## config.mk

```make
export PLATFORM = sky130hd
export DESIGN_NAME = proc_board
export DESIGN_NICKNAME = d
export VERILOG_FILES = /design/src/cft_pkg.sv /design/src/bus_interface.sv /design/src/instr_addr_unit.sv /design/src/int_state.sv /design/src/proc_board.sv /design/src/reset_seq.sv /design/src/skip_logic.sv
export VERILOG_INCLUDE_DIRS = /design/src
export SDC_FILE = /design/constraint.sdc
export NUM_CORES = 1
export LEC_CHECK = 0
export ABC_AREA = 1
export BUFFER_PORTS_ARGS = -buffer_cell sky130_fd_sc_hd__buf_2
export CAP_MARGIN = 20
export CORE_ASPECT_RATIO = 0.6
export CORE_MARGIN = 4
export CORE_UTILIZATION = 44
export CTS_BUF_LIST = sky130_fd_sc_hd__clkbuf_4
export DETAILED_ROUTE_END_ITERATION = 10
export GPL_ROUTABILITY_DRIVEN = 0
export PLACE_DENSITY_LB_ADDON = 0.12
export SLEW_MARGIN = 20
export SYNTH_ARGS = -nofsm -noshare
export SYNTH_HDL_FRONTEND = slang
export SYNTH_SLANG_ARGS = --single-unit
```

## constraint.sdc

```tcl
create_clock -name clk -period 3.3 [get_ports clk]
set_clock_uncertainty 0.05 [all_clocks]
set_input_delay 0.66 -clock clk [delete_from_list [all_inputs] [get_ports clk]]
set_output_delay 0.66 -clock clk [all_outputs]
set_load 0.01 [all_outputs]
```

## src/cft_params.svh

```systemverilog
/* CFT processor board constants
   Reset timing, reset vector, memory credits and microcode condition codes */
`ifndef CFT_PARAMS_SVH
`define CFT_PARAMS_SVH

//////////////////////////////////////////////////
// Reset sequencing
//////////////////////////////////////////////////

// Cycles of rsthold after the reset condition goes away
`define RESET_HOLD_CYCLES 8

`define RESET_VECTOR      16'hfff0   // First fetch address

//////////////////////////////////////////////////
// Memory bus
//////////////////////////////////////////////////

`define MEM_CREDITS       2          // Outstanding requests allowed

//////////////////////////////////////////////////
// Microcode condition codes (OPIF field)
//////////////////////////////////////////////////

`define OPIF_NONE         4'h0       // No condition evaluated
`define OPIF_SKIP         4'h1       // Evaluate skip from IR and flags

`endif

```

## src/cft_pkg.sv

```systemverilog
/* CFT processor board types
   Instruction word views, microcode control, flags and bus payloads */
package cft_pkg;

   //////////////////////////////////////////////////
   // Instruction word
   //////////////////////////////////////////////////

   typedef struct packed {
      logic [3:0] op;          // Major opcode
      logic       indirect;    // IR[11] indirection mode
      logic       page;        // 1 = current page, 0 = page zero
      logic [9:0] operand;     // Page offset
   } mem_ref_t;

   typedef struct packed {
      logic [3:0] op;          // Same opcode field
      logic [6:0] spare;
      logic       neg;         // Invert the condition
      logic [3:0] mask;        // Flag select in fn, fz, fl, fv order
   } skip_ir_t;

   // Same IR bits, decoded as memory reference or as skip
   typedef union packed {
      mem_ref_t mref;
      skip_ir_t skp;
   } ir_word_t;

   //////////////////////////////////////////////////
   // Control and status
   //////////////////////////////////////////////////

   typedef struct packed {
      logic       wir;         // Write IR from IBUS
      logic       ragl;        // Generated address onto IBUS
      logic       rd;          // Read cycle
      logic       wr;          // Write cycle
      logic       io;          // I/O space
      logic       sti;         // Set interrupt enable
      logic       cli;         // Clear interrupt enable
      logic       end_instr;   // Instruction boundary
      logic [3:0] opif;        // Condition code
   } ucode_t;

   typedef struct packed {
      logic fn;                // Negative
      logic fz;                // Zero
      logic fl;                // Link
      logic fv;                // Overflow
   } flags_t;

   //////////////////////////////////////////////////
   // Bus payloads
   //////////////////////////////////////////////////

   typedef struct packed {
      logic        valid;
      logic [15:0] data;
   } ibus_t;

   typedef struct packed {
      logic        valid;
      logic        write;      // 1 = write, 0 = read
      logic        io;
      logic [15:0] addr;
      logic [15:0] wdata;
   } mem_req_t;

   typedef struct packed {
      logic        valid;
      logic [15:0] rdata;
   } mem_rsp_t;

endpackage

```

## src/bus_interface.sv

```systemverilog
/* Data bus driver
   Issues credit-limited memory and I/O cycles and merges all board drives onto IBUS */
`timescale 1ns/100ps
`include "cft_params.svh"

module bus_interface (
   input  logic              clk,
   input  logic              rst_n,
   input  logic              rd,
   input  logic              wr,
   input  logic              io,           // I/O space select
   input  logic [15:0]       addr,         // From address register
   input  logic [15:0]       ibus_in,      // Write data
   input  logic              mem_credit,   // Credit return pulse
   input  cft_pkg::mem_rsp_t mem_rsp,
   input  cft_pkg::ibus_t    vec_drive,    // Reset vector
   input  cft_pkg::ibus_t    addr_drive,   // Generated address
   output cft_pkg::mem_req_t mem_req,
   output logic              bus_stall,
   output cft_pkg::ibus_t    ibus_out
);

   localparam int CRED_W = $clog2(`MEM_CREDITS + 1);

   logic [CRED_W-1:0] credits;             // Requests still allowed
   logic              want_bus;            // Microcode asks for a cycle
   logic              issue;               // Request leaves this cycle
   logic              req_valid;
   logic              req_write;
   logic              req_io;
   logic [15:0]       req_addr;
   logic [15:0]       req_wdata;
   logic [15:0]       merged_data;

   //////////////////////////////////////////////////
   // Credits and request issue
   //////////////////////////////////////////////////

   assign want_bus  = rd | wr;
   assign issue     = want_bus && (credits != '0);
   assign bus_stall = want_bus && (credits == '0);  // Microcode holds rd or wr

   always_ff @(posedge clk or negedge rst_n) begin
      if (!rst_n) begin
         credits   <= CRED_W'(`MEM_CREDITS);
         req_valid <= 1'b0;
      end else begin
         credits   <= credits - CRED_W'(issue) + CRED_W'(mem_credit);
         req_valid <= issue;               // Single-cycle request
      end
   end

   always_ff @(posedge clk) begin
      if (issue) begin
         req_write <= wr;
         req_io    <= io;
         req_addr  <= addr;
         req_wdata <= ibus_in;
      end
   end

   assign mem_req = '{valid: req_valid, write: req_write, io: req_io,
                      addr: req_addr, wdata: req_wdata};

   //////////////////////////////////////////////////
   // IBUS merge
   //////////////////////////////////////////////////

   // AND-OR merge in place of the wired bus
   assign merged_data = ({16{mem_rsp.valid}}    & mem_rsp.rdata)
                      | ({16{vec_drive.valid}}  & vec_drive.data)
                      | ({16{addr_drive.valid}} & addr_drive.data);

   assign ibus_out = '{valid: mem_rsp.valid | vec_drive.valid | addr_drive.valid,
                       data:  merged_data};

   a_credit_bound: assert property (@(posedge clk) disable iff (!rst_n)
      credits <= CRED_W'(`MEM_CREDITS));

   // Read data, reset vector and address generator share IBUS
   a_ibus_one_src: assert property (@(posedge clk) disable iff (!rst_n)
      $onehot0({mem_rsp.valid, vec_drive.valid, addr_drive.valid}));

endmodule

```

## src/instr_addr_unit.sv

```systemverilog
/* Instruction register and address generation
   Latches IR from IBUS and forms page-relative or zero-page operand addresses */
`timescale 1ns/100ps

module instr_addr_unit (
   input  logic              clk,
   input  logic              rst_n,
   input  logic              wir,          // Load IR from IBUS
   input  logic              ragl,         // Drive generated address
   input  logic [15:0]       ibus_in,
   input  logic [5:0]        pc_hi,        // PC[15:10]
   output cft_pkg::ir_word_t ir,
   output cft_pkg::ibus_t    addr_drive
);

   logic [5:0]  page_bits;                 // Upper address bits
   logic [15:0] gen_addr;                  // Full operand address

   always_ff @(posedge clk or negedge rst_n) begin
      if (!rst_n) begin
         ir <= '0;
      end else if (wir) begin
         ir <= ibus_in;                    // Whole word, both views
      end
   end

   // Current page keeps PC high bits, page zero forces them clear
   assign page_bits = ir.mref.page ? pc_hi : 6'b000000;
   assign gen_addr  = {page_bits, ir.mref.operand};

   assign addr_drive = '{valid: ragl, data: gen_addr};  // Same-cycle drive

   // Loading IR while reading from it would race on IBUS
   a_wir_ragl_excl: assert property (@(posedge clk) disable iff (!rst_n)
      !(wir && ragl));

endmodule

```

## src/int_state.sv

```systemverilog
/* Interrupt state machine
   Keeps interrupt enable, registers FIRQ and acknowledges at instruction boundaries */
`timescale 1ns/100ps

module int_state (
   input  logic clk,
   input  logic rst_n,
   input  logic sti,                       // Enable interrupts
   input  logic cli,                       // Disable interrupts
   input  logic irq,                       // Request from the bus
   input  logic end_instr,
   output logic firq,                      // Interrupt pending
   output logic irq_ack                    // Acknowledge strobe
);

   logic int_en;                           // Interrupt enable
   logic take_int;                         // Boundary with a pending IRQ

   assign take_int = end_instr & firq;

   always_ff @(posedge clk or negedge rst_n) begin
      if (!rst_n) begin
         int_en  <= 1'b0;
         firq    <= 1'b0;
         irq_ack <= 1'b0;
      end else begin
         irq_ack <= take_int;              // One cycle only
         firq    <= int_en & irq & ~take_int;  // Ack consumes the request
         if (take_int || cli) begin
            int_en <= 1'b0;                // Handler entry masks further IRQs
         end else if (sti) begin
            int_en <= 1'b1;
         end
      end
   end

   // Conflicting enable commands from microcode
   a_sti_cli_excl: assert property (@(posedge clk) disable iff (!rst_n)
      !(sti && cli));

endmodule

```

## src/proc_board.sv

```systemverilog
/* CFT processor board top level
   IR, address generation, skip, interrupts, reset sequencing and bus driver */
`timescale 1ns/100ps

module proc_board (
   input  logic              clk,
   input  logic              rst_n,
   input  logic              fp_reset,     // Front-panel reset
   input  cft_pkg::ucode_t   ucode,        // Microcode control word
   input  cft_pkg::flags_t   flags,        // Datapath flags
   input  logic [15:0]       ibus_in,
   input  logic [5:0]        pc_hi,        // PC[15:10]
   input  logic [15:0]       addr,         // Address register
   input  logic              irq,
   input  logic              skip_ext,
   input  cft_pkg::mem_rsp_t mem_rsp,
   input  logic              mem_credit,
   output cft_pkg::ir_word_t ir,           // Also shown on the front panel
   output cft_pkg::ibus_t    ibus_out,
   output logic              skip,
   output logic              firq,         // Also shown on the front panel
   output logic              irq_ack,
   output logic              rsthold,
   output logic              bus_stall,
   output cft_pkg::mem_req_t mem_req
);
   import cft_pkg::*;

   //////////////////////////////////////////////////
   // Wires between blocks
   //////////////////////////////////////////////////

   ibus_t vec_drive;                       // Reset vector drive
   ibus_t addr_drive;                      // Generated address drive

   //////////////////////////////////////////////////
   // Reset sequencing and vector
   //////////////////////////////////////////////////

   reset_seq rst_seq (.clk(clk), .rst_n(rst_n), .fp_reset(fp_reset),
                      .rsthold(rsthold), .vec_drive(vec_drive));

   //////////////////////////////////////////////////
   // Instruction register and address generation
   //////////////////////////////////////////////////

   instr_addr_unit agl_ir (.clk(clk), .rst_n(rst_n),
                           .wir(ucode.wir), .ragl(ucode.ragl),
                           .ibus_in(ibus_in), .pc_hi(pc_hi),
                           .ir(ir), .addr_drive(addr_drive));

   //////////////////////////////////////////////////
   // Skip logic
   //////////////////////////////////////////////////

   skip_logic sbl (.clk(clk), .rst_n(rst_n), .ir(ir), .flags(flags),
                   .opif(ucode.opif), .skip_ext(skip_ext),
                   .end_instr(ucode.end_instr), .skip(skip));

   //////////////////////////////////////////////////
   // Interrupt state machine
   //////////////////////////////////////////////////

   int_state ism (.clk(clk), .rst_n(rst_n), .sti(ucode.sti), .cli(ucode.cli),
                  .irq(irq), .end_instr(ucode.end_instr),
                  .firq(firq), .irq_ack(irq_ack));

   //////////////////////////////////////////////////
   // Bus driver
   //////////////////////////////////////////////////

   bus_interface dbd (.clk(clk), .rst_n(rst_n),
                      .rd(ucode.rd), .wr(ucode.wr), .io(ucode.io),
                      .addr(addr), .ibus_in(ibus_in), .mem_credit(mem_credit),
                      .mem_rsp(mem_rsp), .vec_drive(vec_drive),
                      .addr_drive(addr_drive), .mem_req(mem_req),
                      .bus_stall(bus_stall), .ibus_out(ibus_out));

endmodule

```

## src/reset_seq.sv

```systemverilog
/* Reset sequencer
   Holds the board in reset for a fixed count, then drives the reset vector once */
`timescale 1ns/100ps
`include "cft_params.svh"

module reset_seq (
   input  logic           clk,
   input  logic           rst_n,
   input  logic           fp_reset,      // Front-panel reset switch
   output logic           rsthold,       // Board held in reset
   output cft_pkg::ibus_t vec_drive      // Reset vector onto IBUS
);

   localparam int HOLD_W = $clog2(`RESET_HOLD_CYCLES + 1);

   logic [HOLD_W-1:0] hold_cnt;          // Remaining hold cycles
   logic              vec_pulse;         // One-shot vector strobe

   always_ff @(posedge clk or negedge rst_n) begin
      if (!rst_n) begin
         hold_cnt  <= HOLD_W'(`RESET_HOLD_CYCLES);
         vec_pulse <= 1'b0;
      end else if (fp_reset) begin
         hold_cnt  <= HOLD_W'(`RESET_HOLD_CYCLES);  // Restart from the top
         vec_pulse <= 1'b0;
      end else begin
         if (hold_cnt != '0) begin
            hold_cnt <= hold_cnt - 1'b1;
         end
         vec_pulse <= (hold_cnt == HOLD_W'(1));    // Count just expiring
      end
   end

   assign rsthold   = (hold_cnt != '0);
   assign vec_drive = '{valid: vec_pulse, data: `RESET_VECTOR};

   // Vector must be a single IBUS beat per reset
   a_vec_one_shot: assert property (@(posedge clk) disable iff (!rst_n)
      vec_drive.valid |=> !vec_drive.valid);

endmodule

```

## src/skip_logic.sv

```systemverilog
/* Skip and branch logic
   Tests masked flags against the IR skip field and holds the result to end of instruction */
`timescale 1ns/100ps
`include "cft_params.svh"

module skip_logic (
   input  logic              clk,
   input  logic              rst_n,
   input  cft_pkg::ir_word_t ir,
   input  cft_pkg::flags_t   flags,
   input  logic [3:0]        opif,         // Microcode condition code
   input  logic              skip_ext,     // Skip request from the bus
   input  logic              end_instr,
   output logic              skip
);

   logic [3:0] sel_flags;                  // Flags picked by the mask
   logic       cond_true;                  // Skip test result
   logic       skip_set;                   // Any skip source this cycle

   assign sel_flags = ir.skp.mask & flags;

   always_comb begin
      case (opif)
         `OPIF_NONE: cond_true = 1'b0;
         `OPIF_SKIP: cond_true = (|sel_flags) ^ ir.skp.neg;
         default:    cond_true = 1'b0;     // Other codes belong elsewhere
      endcase
   end

   assign skip_set = cond_true | skip_ext;

   // A new request wins over the end-of-instruction clear
   always_ff @(posedge clk or negedge rst_n) begin
      if (!rst_n) begin
         skip <= 1'b0;
      end else if (skip_set) begin
         skip <= 1'b1;
      end else if (end_instr) begin
         skip <= 1'b0;
      end
   end

endmodule

```

Yosys cells after proc, flatten, opt, wreduce, memory -nomap -nowiden
Cells that the tools add are included.
- reduce and logical (&&, ||, !) cells: 10
- bitwise logic cells: 14
- muxes and demuxes: 9
- add/subtract/negate cells: 3
- equality and inequality tests: 2
- operators with widths (cell ; number):
    $and A16 B16 Y16 ; 2
    $or A16 B16 Y16 ; 2
    $eq A4 B1 Y1 const B ; 2
    $mux W4 ; 2
    $reduce_bool A2 Y1 ; 4
    $mux W1 ; 6
    $mux W6 ; 1
    $and A4 B4 Y4 ; 1
    $or A1 B1 Y1 ; 4
    $reduce_bool A4 Y1 ; 1
    $reduce_or A4 Y1 ; 1
    $sub A4 B1 Y4 const B ; 1
    $and A1 B1 Y1 ; 3
    $add A2 B1 Y2 ; 1
    $logic_and A1 B1 Y1 ; 2
    $logic_not A2 Y1 ; 1
    $sub A2 B1 Y2 ; 1
    $logic_or A1 B1 Y1 ; 1
    $not A1 Y1 ; 1
    $xor A1 B1 Y1 ; 1
- input bits: 77
- register bits after elaboration: 62

Logic depth before layout (Yosys ltp)
- depth after elaboration: 6
- depth in mapped cells: 6

Cells and area by module
A second synthesis with hierarchy kept.
- cell total of the unflattened synthesis: 300
- area total of the unflattened synthesis: 2981.6 um2
- modules (own cells, without submodules) (module ; cells an instance ; sequential area each (um2) ; instances ; area an instance (um2)):
    bus_interface ; 129 ; 1097.3 ; 1 ; 1589.0
    instr_addr_unit ; 91 ; 400.4 ; 1 ; 764.5
    reset_seq ; 51 ; 126.4 ; 1 ; 419.2
    int_state ; 11 ; 75.1 ; 1 ; 115.1
    skip_logic ; 18 ; 25.0 ; 1 ; 93.8

Worst setup path after synthesis
No wires, ideal clock.
- path kind: input to register
- start point: in ucode[8] (netlist bit)
- end point: reg dbd.credits[0]
- arrival time: 2918 ps
- data required time: 3124 ps
- buffers on the path: 0
- setup slack: 206 ps
- library setup time: 126 ps
- stages on the path: 5
- path through: nor2_1 nor2_1 ha_1 inv_1 ha_1
- word-level cells in the longest chain between the ends: 4
- RTL lines (item ; RTL line ; RTL):
    from (decl) ; proc_board.sv:9 ; input cft_pkg::ucode_t ucode,
    $or A1 B1 Y1 ; bus_interface.sv:39 ; assign want_bus = rd | wr;
    $logic_and A1 B1 Y1 ; bus_interface.sv:40 ; assign issue = want_bus && (credits != '0);
    net dbd.issue ; bus_interface.sv:27 ; logic issue;
    $sub A2 B1 Y2 ; bus_interface.sv:48 ; credits <= credits - CRED_W'(issue) + CRED_W'(mem_credit);
    $add A2 B1 Y2 ; bus_interface.sv:48 ;
    to (signal assigned) ; bus_interface.sv:45 ; credits <= CRED_W'(`MEM_CREDITS);
    to (signal assigned) ; bus_interface.sv:48 ;
    to (decl) ; bus_interface.sv:25 ; logic [CRED_W-1:0] credits;
The timed path passes the listed nets, and every way through them passes these cells.
A chain may end at the register's enable or synchronous reset.

Final worst setup path
- start point: reg rst_seq.hold_cnt[0]
- end point: out rsthold
- word-level cells in the longest chain between the ends: 1
- RTL lines (item ; RTL line ; RTL):
    from (decl) ; reset_seq.sv:16 ; logic [HOLD_W-1:0] hold_cnt;
    from (signal assigned) ; reset_seq.sv:21 ; hold_cnt <= HOLD_W'(`RESET_HOLD_CYCLES);
    from (signal assigned) ; reset_seq.sv:24 ; hold_cnt <= HOLD_W'(`RESET_HOLD_CYCLES);
    from (signal assigned) ; reset_seq.sv:28 ; hold_cnt <= hold_cnt - 1'b1;
    $reduce_bool A4 Y1 ; reset_seq.sv:34 ; assign rsthold = (hold_cnt != '0);
    to (decl) ; proc_board.sv:23 ; output logic rsthold,
No other way between the ends.

==> impl_results.md <==
* Peak VDD IR at 554 uV
* Max Freq at 0.478 GHz
* Synth warn at 0
* Initial core utilization at 47.1%
* CP Cell Sequence: inv_1, ha_1, nand2_4, buf_2
* Post-synthesis adder-cell area fraction at 2.03%
* Vias in the first global route at 1977
* Initial drt markers at 96
* Top Family by Delay on Critical Path: flip-flops
* Worst Setup SP: rst_seq.hold_cnt[0]
* Setup_tns at 0 ns
* Synth unique cells at 24
* Residual DRC at 0
* Core area at 5230 um2
* Pre-Repair DR Iteration Count at 5
* Die area at 6900 um2
* Mux contribution to synthesized area at 2.74%
* Relative max-transition margin at 58.3%
* Worst setup SP type: flip-flop
* NetSw at 695 uW
* Clock power share at 24.6%
* GR met3 Demand/Resource at 8.98%
* Simple-Gate Fraction of Synth Area at 10.5%
* Seq cells post-synth at 62
* Final setup vio count at 0
* Row cnt at 20
* Reg clk slew, reported paths at 0.10 ns
* Hold Vio Cnt, Final at 0
* Worst-margin pin slew at 0.626 ns
* Grt ovf at 0
* Met2 usage at 29.7%
* RSZ-0062 raised after global routing: no
* Post-DR wirelength/cell at 14.3 um
* Clk sinks at 62
* Count leader, synth: nand2_1
* CP arrival at 1.38 ns
* Synth Area per Inst at 12.1 um2
* Register share of total power at 48.1%
* PostCTS Resize Cnt at 0
* Number of synthesized flops with an enable pin at 34
* WP buf/inv at 2
* Final period demand of the worst path at 2.09 ns
* Setup Buffers After CTS at 0
* CTS Hold Bufs at 0
* Syn nets at 285
* Setup ws final at 1.21 ns
* Total global routing track utilization at 18.5%
* Layout Nets at 436
* Gate power share at 27.4%
* CTS max path bufs at 2
* Slew Viols, Final at 0
* Synthesized cell area at 2460 um2
* Fin crit share at 63.3%
* Chip height at 65.9 um
* Largest net degree at the start of global routing at 36
* PD cells at 679 nW/um2
* # IOs at 150
* Seq/Total Area, Yosys at 70.0%
* Worst-skew pair later-pin latency at 0.38 ns
* Top cell type's share of synthesized area at 41.5%
* CTS tree: built
* Required @ worst endpoint at 2.59 ns
* Synth Area in Compound Gates at 8.08%
* Area Overhead vs Synth at 38.1%
* Slowest stage cell on the critical path: dfrtp_1
* Synth Area in XOR/XNOR at 1.07%
* Top post-synthesis cells by count: 42 x nand2_1, 34 x edfxtp_1, 26 x dfrtp_1
* Hold/Removal Path Class: input port to async pin
* CTS H-tree lvls at 3
* Ys async rst share at 45.2%
* Yosys top cell by area: edfxtp_1
* Largest family of logic cells by synthesized area: simple AND/OR/NAND/NOR gates
* Reg2Reg Setup Slack at 1.79 ns
* First-pass GRT wire length at 9.70 mm
* Critical R2R Launch: dbd.credits[1]
* R2r worst-path depth at 3
* Met1 Use GR at 22.4%
* Critical Path Max Stage Delay at 0.41 ns
* Detail Route Antenna Nets at 0
* Grt peak-use layer: met2
* Pint at 1610 uW
* CTS buffer count at 9
* Max_cap viols at 0
* End of the worst register-to-register path: dbd.req_wdata[4]
* Die Wd at 105 um
* Ant. Diodes at 0
* Status: finished, final reports clean
* Crit Path Max Fanout at 4
* Synthesized instance count at 204
* Via density at 4.68
* Drt total wl at 6.09 mm
* Via Count at 1994
* IO Port Bufs at 149
* Clk root buf: clkbuf_4
* Setup CP Type: flip-flop to output port
* Synth top area cells: edfxtp_1 41%, dfrtp_1 26%, nand2_1 6.4%
* Detail Placement HPWL at 4.86 mm
* Worst slack, placed at 1.30 ns
* Layout cell share with drive strength beyond 1 at 48.3%
* Setup crit end kind: output port
* Switching share of power at 30.1%
* Lkg Pwr at 0.00172 uW
* Top FF cell, synth: edfxtp_1
* Initial antenna violation count at 0
## worst max path at each step
| stage | slack [ns] | cells after the start | end |
|---|---|---|---|
| 2_1_floorplan | 0.21 | 5 | dbd.credits[0] |
| 3_3_place_gp | 1.32 | 4 | ibus_out[9] |
| 3_5_place_dp | 1.30 | 4 | ibus_out[5] |
| 4_1_cts | 1.16 | 4 | rsthold |
| 5_1_grt | 1.07 | 3 | ibus_out[7] |
| 6_report | 1.21 | 4 | rsthold |
## placed cells by master (no fill, tap or decap)
| master | Yosys | routed |
|---|---|---|
| clkinv_1 | 0 | 1 |
| o21ai_1 | 10 | 10 |
| nor2_4 | 1 | 2 |
| inv_2 | 1 | 1 |
| dfstp_2 | 2 | 2 |
| mux2_1 | 6 | 6 |
| nor2_1 | 10 | 9 |
| nand3_1 | 1 | 1 |
| ha_1 | 4 | 4 |
| edfxtp_1 | 34 | 34 |
| a31oi_1 | 1 | 1 |
| o21ai_0 | 12 | 12 |
| inv_1 | 19 | 19 |
| nand2_4 | 1 | 1 |
| xnor2_1 | 3 | 3 |
| dfrtp_1 | 26 | 26 |
| buf_2 | 4 | 149 |
| clkbuf_4 | 0 | 11 |
| clkinv_2 | 0 | 2 |
| nand2_1 | 42 | 42 |
| a21oi_1 | 14 | 14 |
| o31ai_2 | 1 | 1 |
| nor2_2 | 1 | 1 |
| buf_4 | 5 | 1 |
| nor3_1 | 4 | 4 |
| nor3_2 | 1 | 1 |
| bufinv_16 | 0 | 2 |
## kinds of logic (layout without fill, tap and decap cells)
| family | after synthesis | count (layout) |
|---|---|---|
| and+or+nand+nor | 61 | 61 |
| DFF | 62 | 62 |
| adders and majority gates | 4 | 4 |
| muxes | 6 | 6 |
| buffers and inverters | 30 | 186 |
| xor gates and xnor gates | 3 | 3 |
| AOI/OAI and AO/OA | 38 | 38 |
## per-layer routing
layer  vias to the layer above  wire length, um
met5                         -                0
met4                         0               78
met3                         9              643
met2                        84             2840
met1                       912             2530
li1                        989                -
## layout make-up
class	count	area, um2
fillers	438	1830
flip-flops and latches	62	1720
repair buffers	150	753
multi-input cells	112	609
clock buffers	11	82.6
well taps	66	82.6
inverters	20	75.1
clock inverters	5	73.8
## sequential cells by signal, indices dropped and copies added (netlist names)
register	flops
agl_ir.ir	16
dbd.req_addr	16
dbd.req_wdata	16
rst_seq.hold_cnt	4
dbd.credits	2
dbd.req_io	1
dbd.req_valid	1
dbd.req_write	1
ism.firq	1
ism.int_en	1
ism.irq_ack	1
rst_seq.vec_pulse	1
sbl.skip	1
## power groups by stage
stage	Sequential [uW]	Clock, uW	Combinational [uW]
floorplan	1190	0	304
global placement	1120	0	632
detailed placement	1130	0	643
CTS	1110	590	644
global route	1130	640	701
finish	1110	567	631
## stage by stage
stage                     std cells  power (uW)  hold WS, ns  area (um2)  utilization [%]
after floorplan                 204        1490        0.314        2460                -
final                           426        2310        0.239        3400             65.0
after global routing            426        2470        0.230        3400             65.0
after CTS                       426        2340        0.235        3400             65.0
after global placement          410        1750        0.414        3240             62.0
after detailed placement        410        1770        0.426        3240             62.0
No activity file was read; power rests on OpenSTA's default activity.
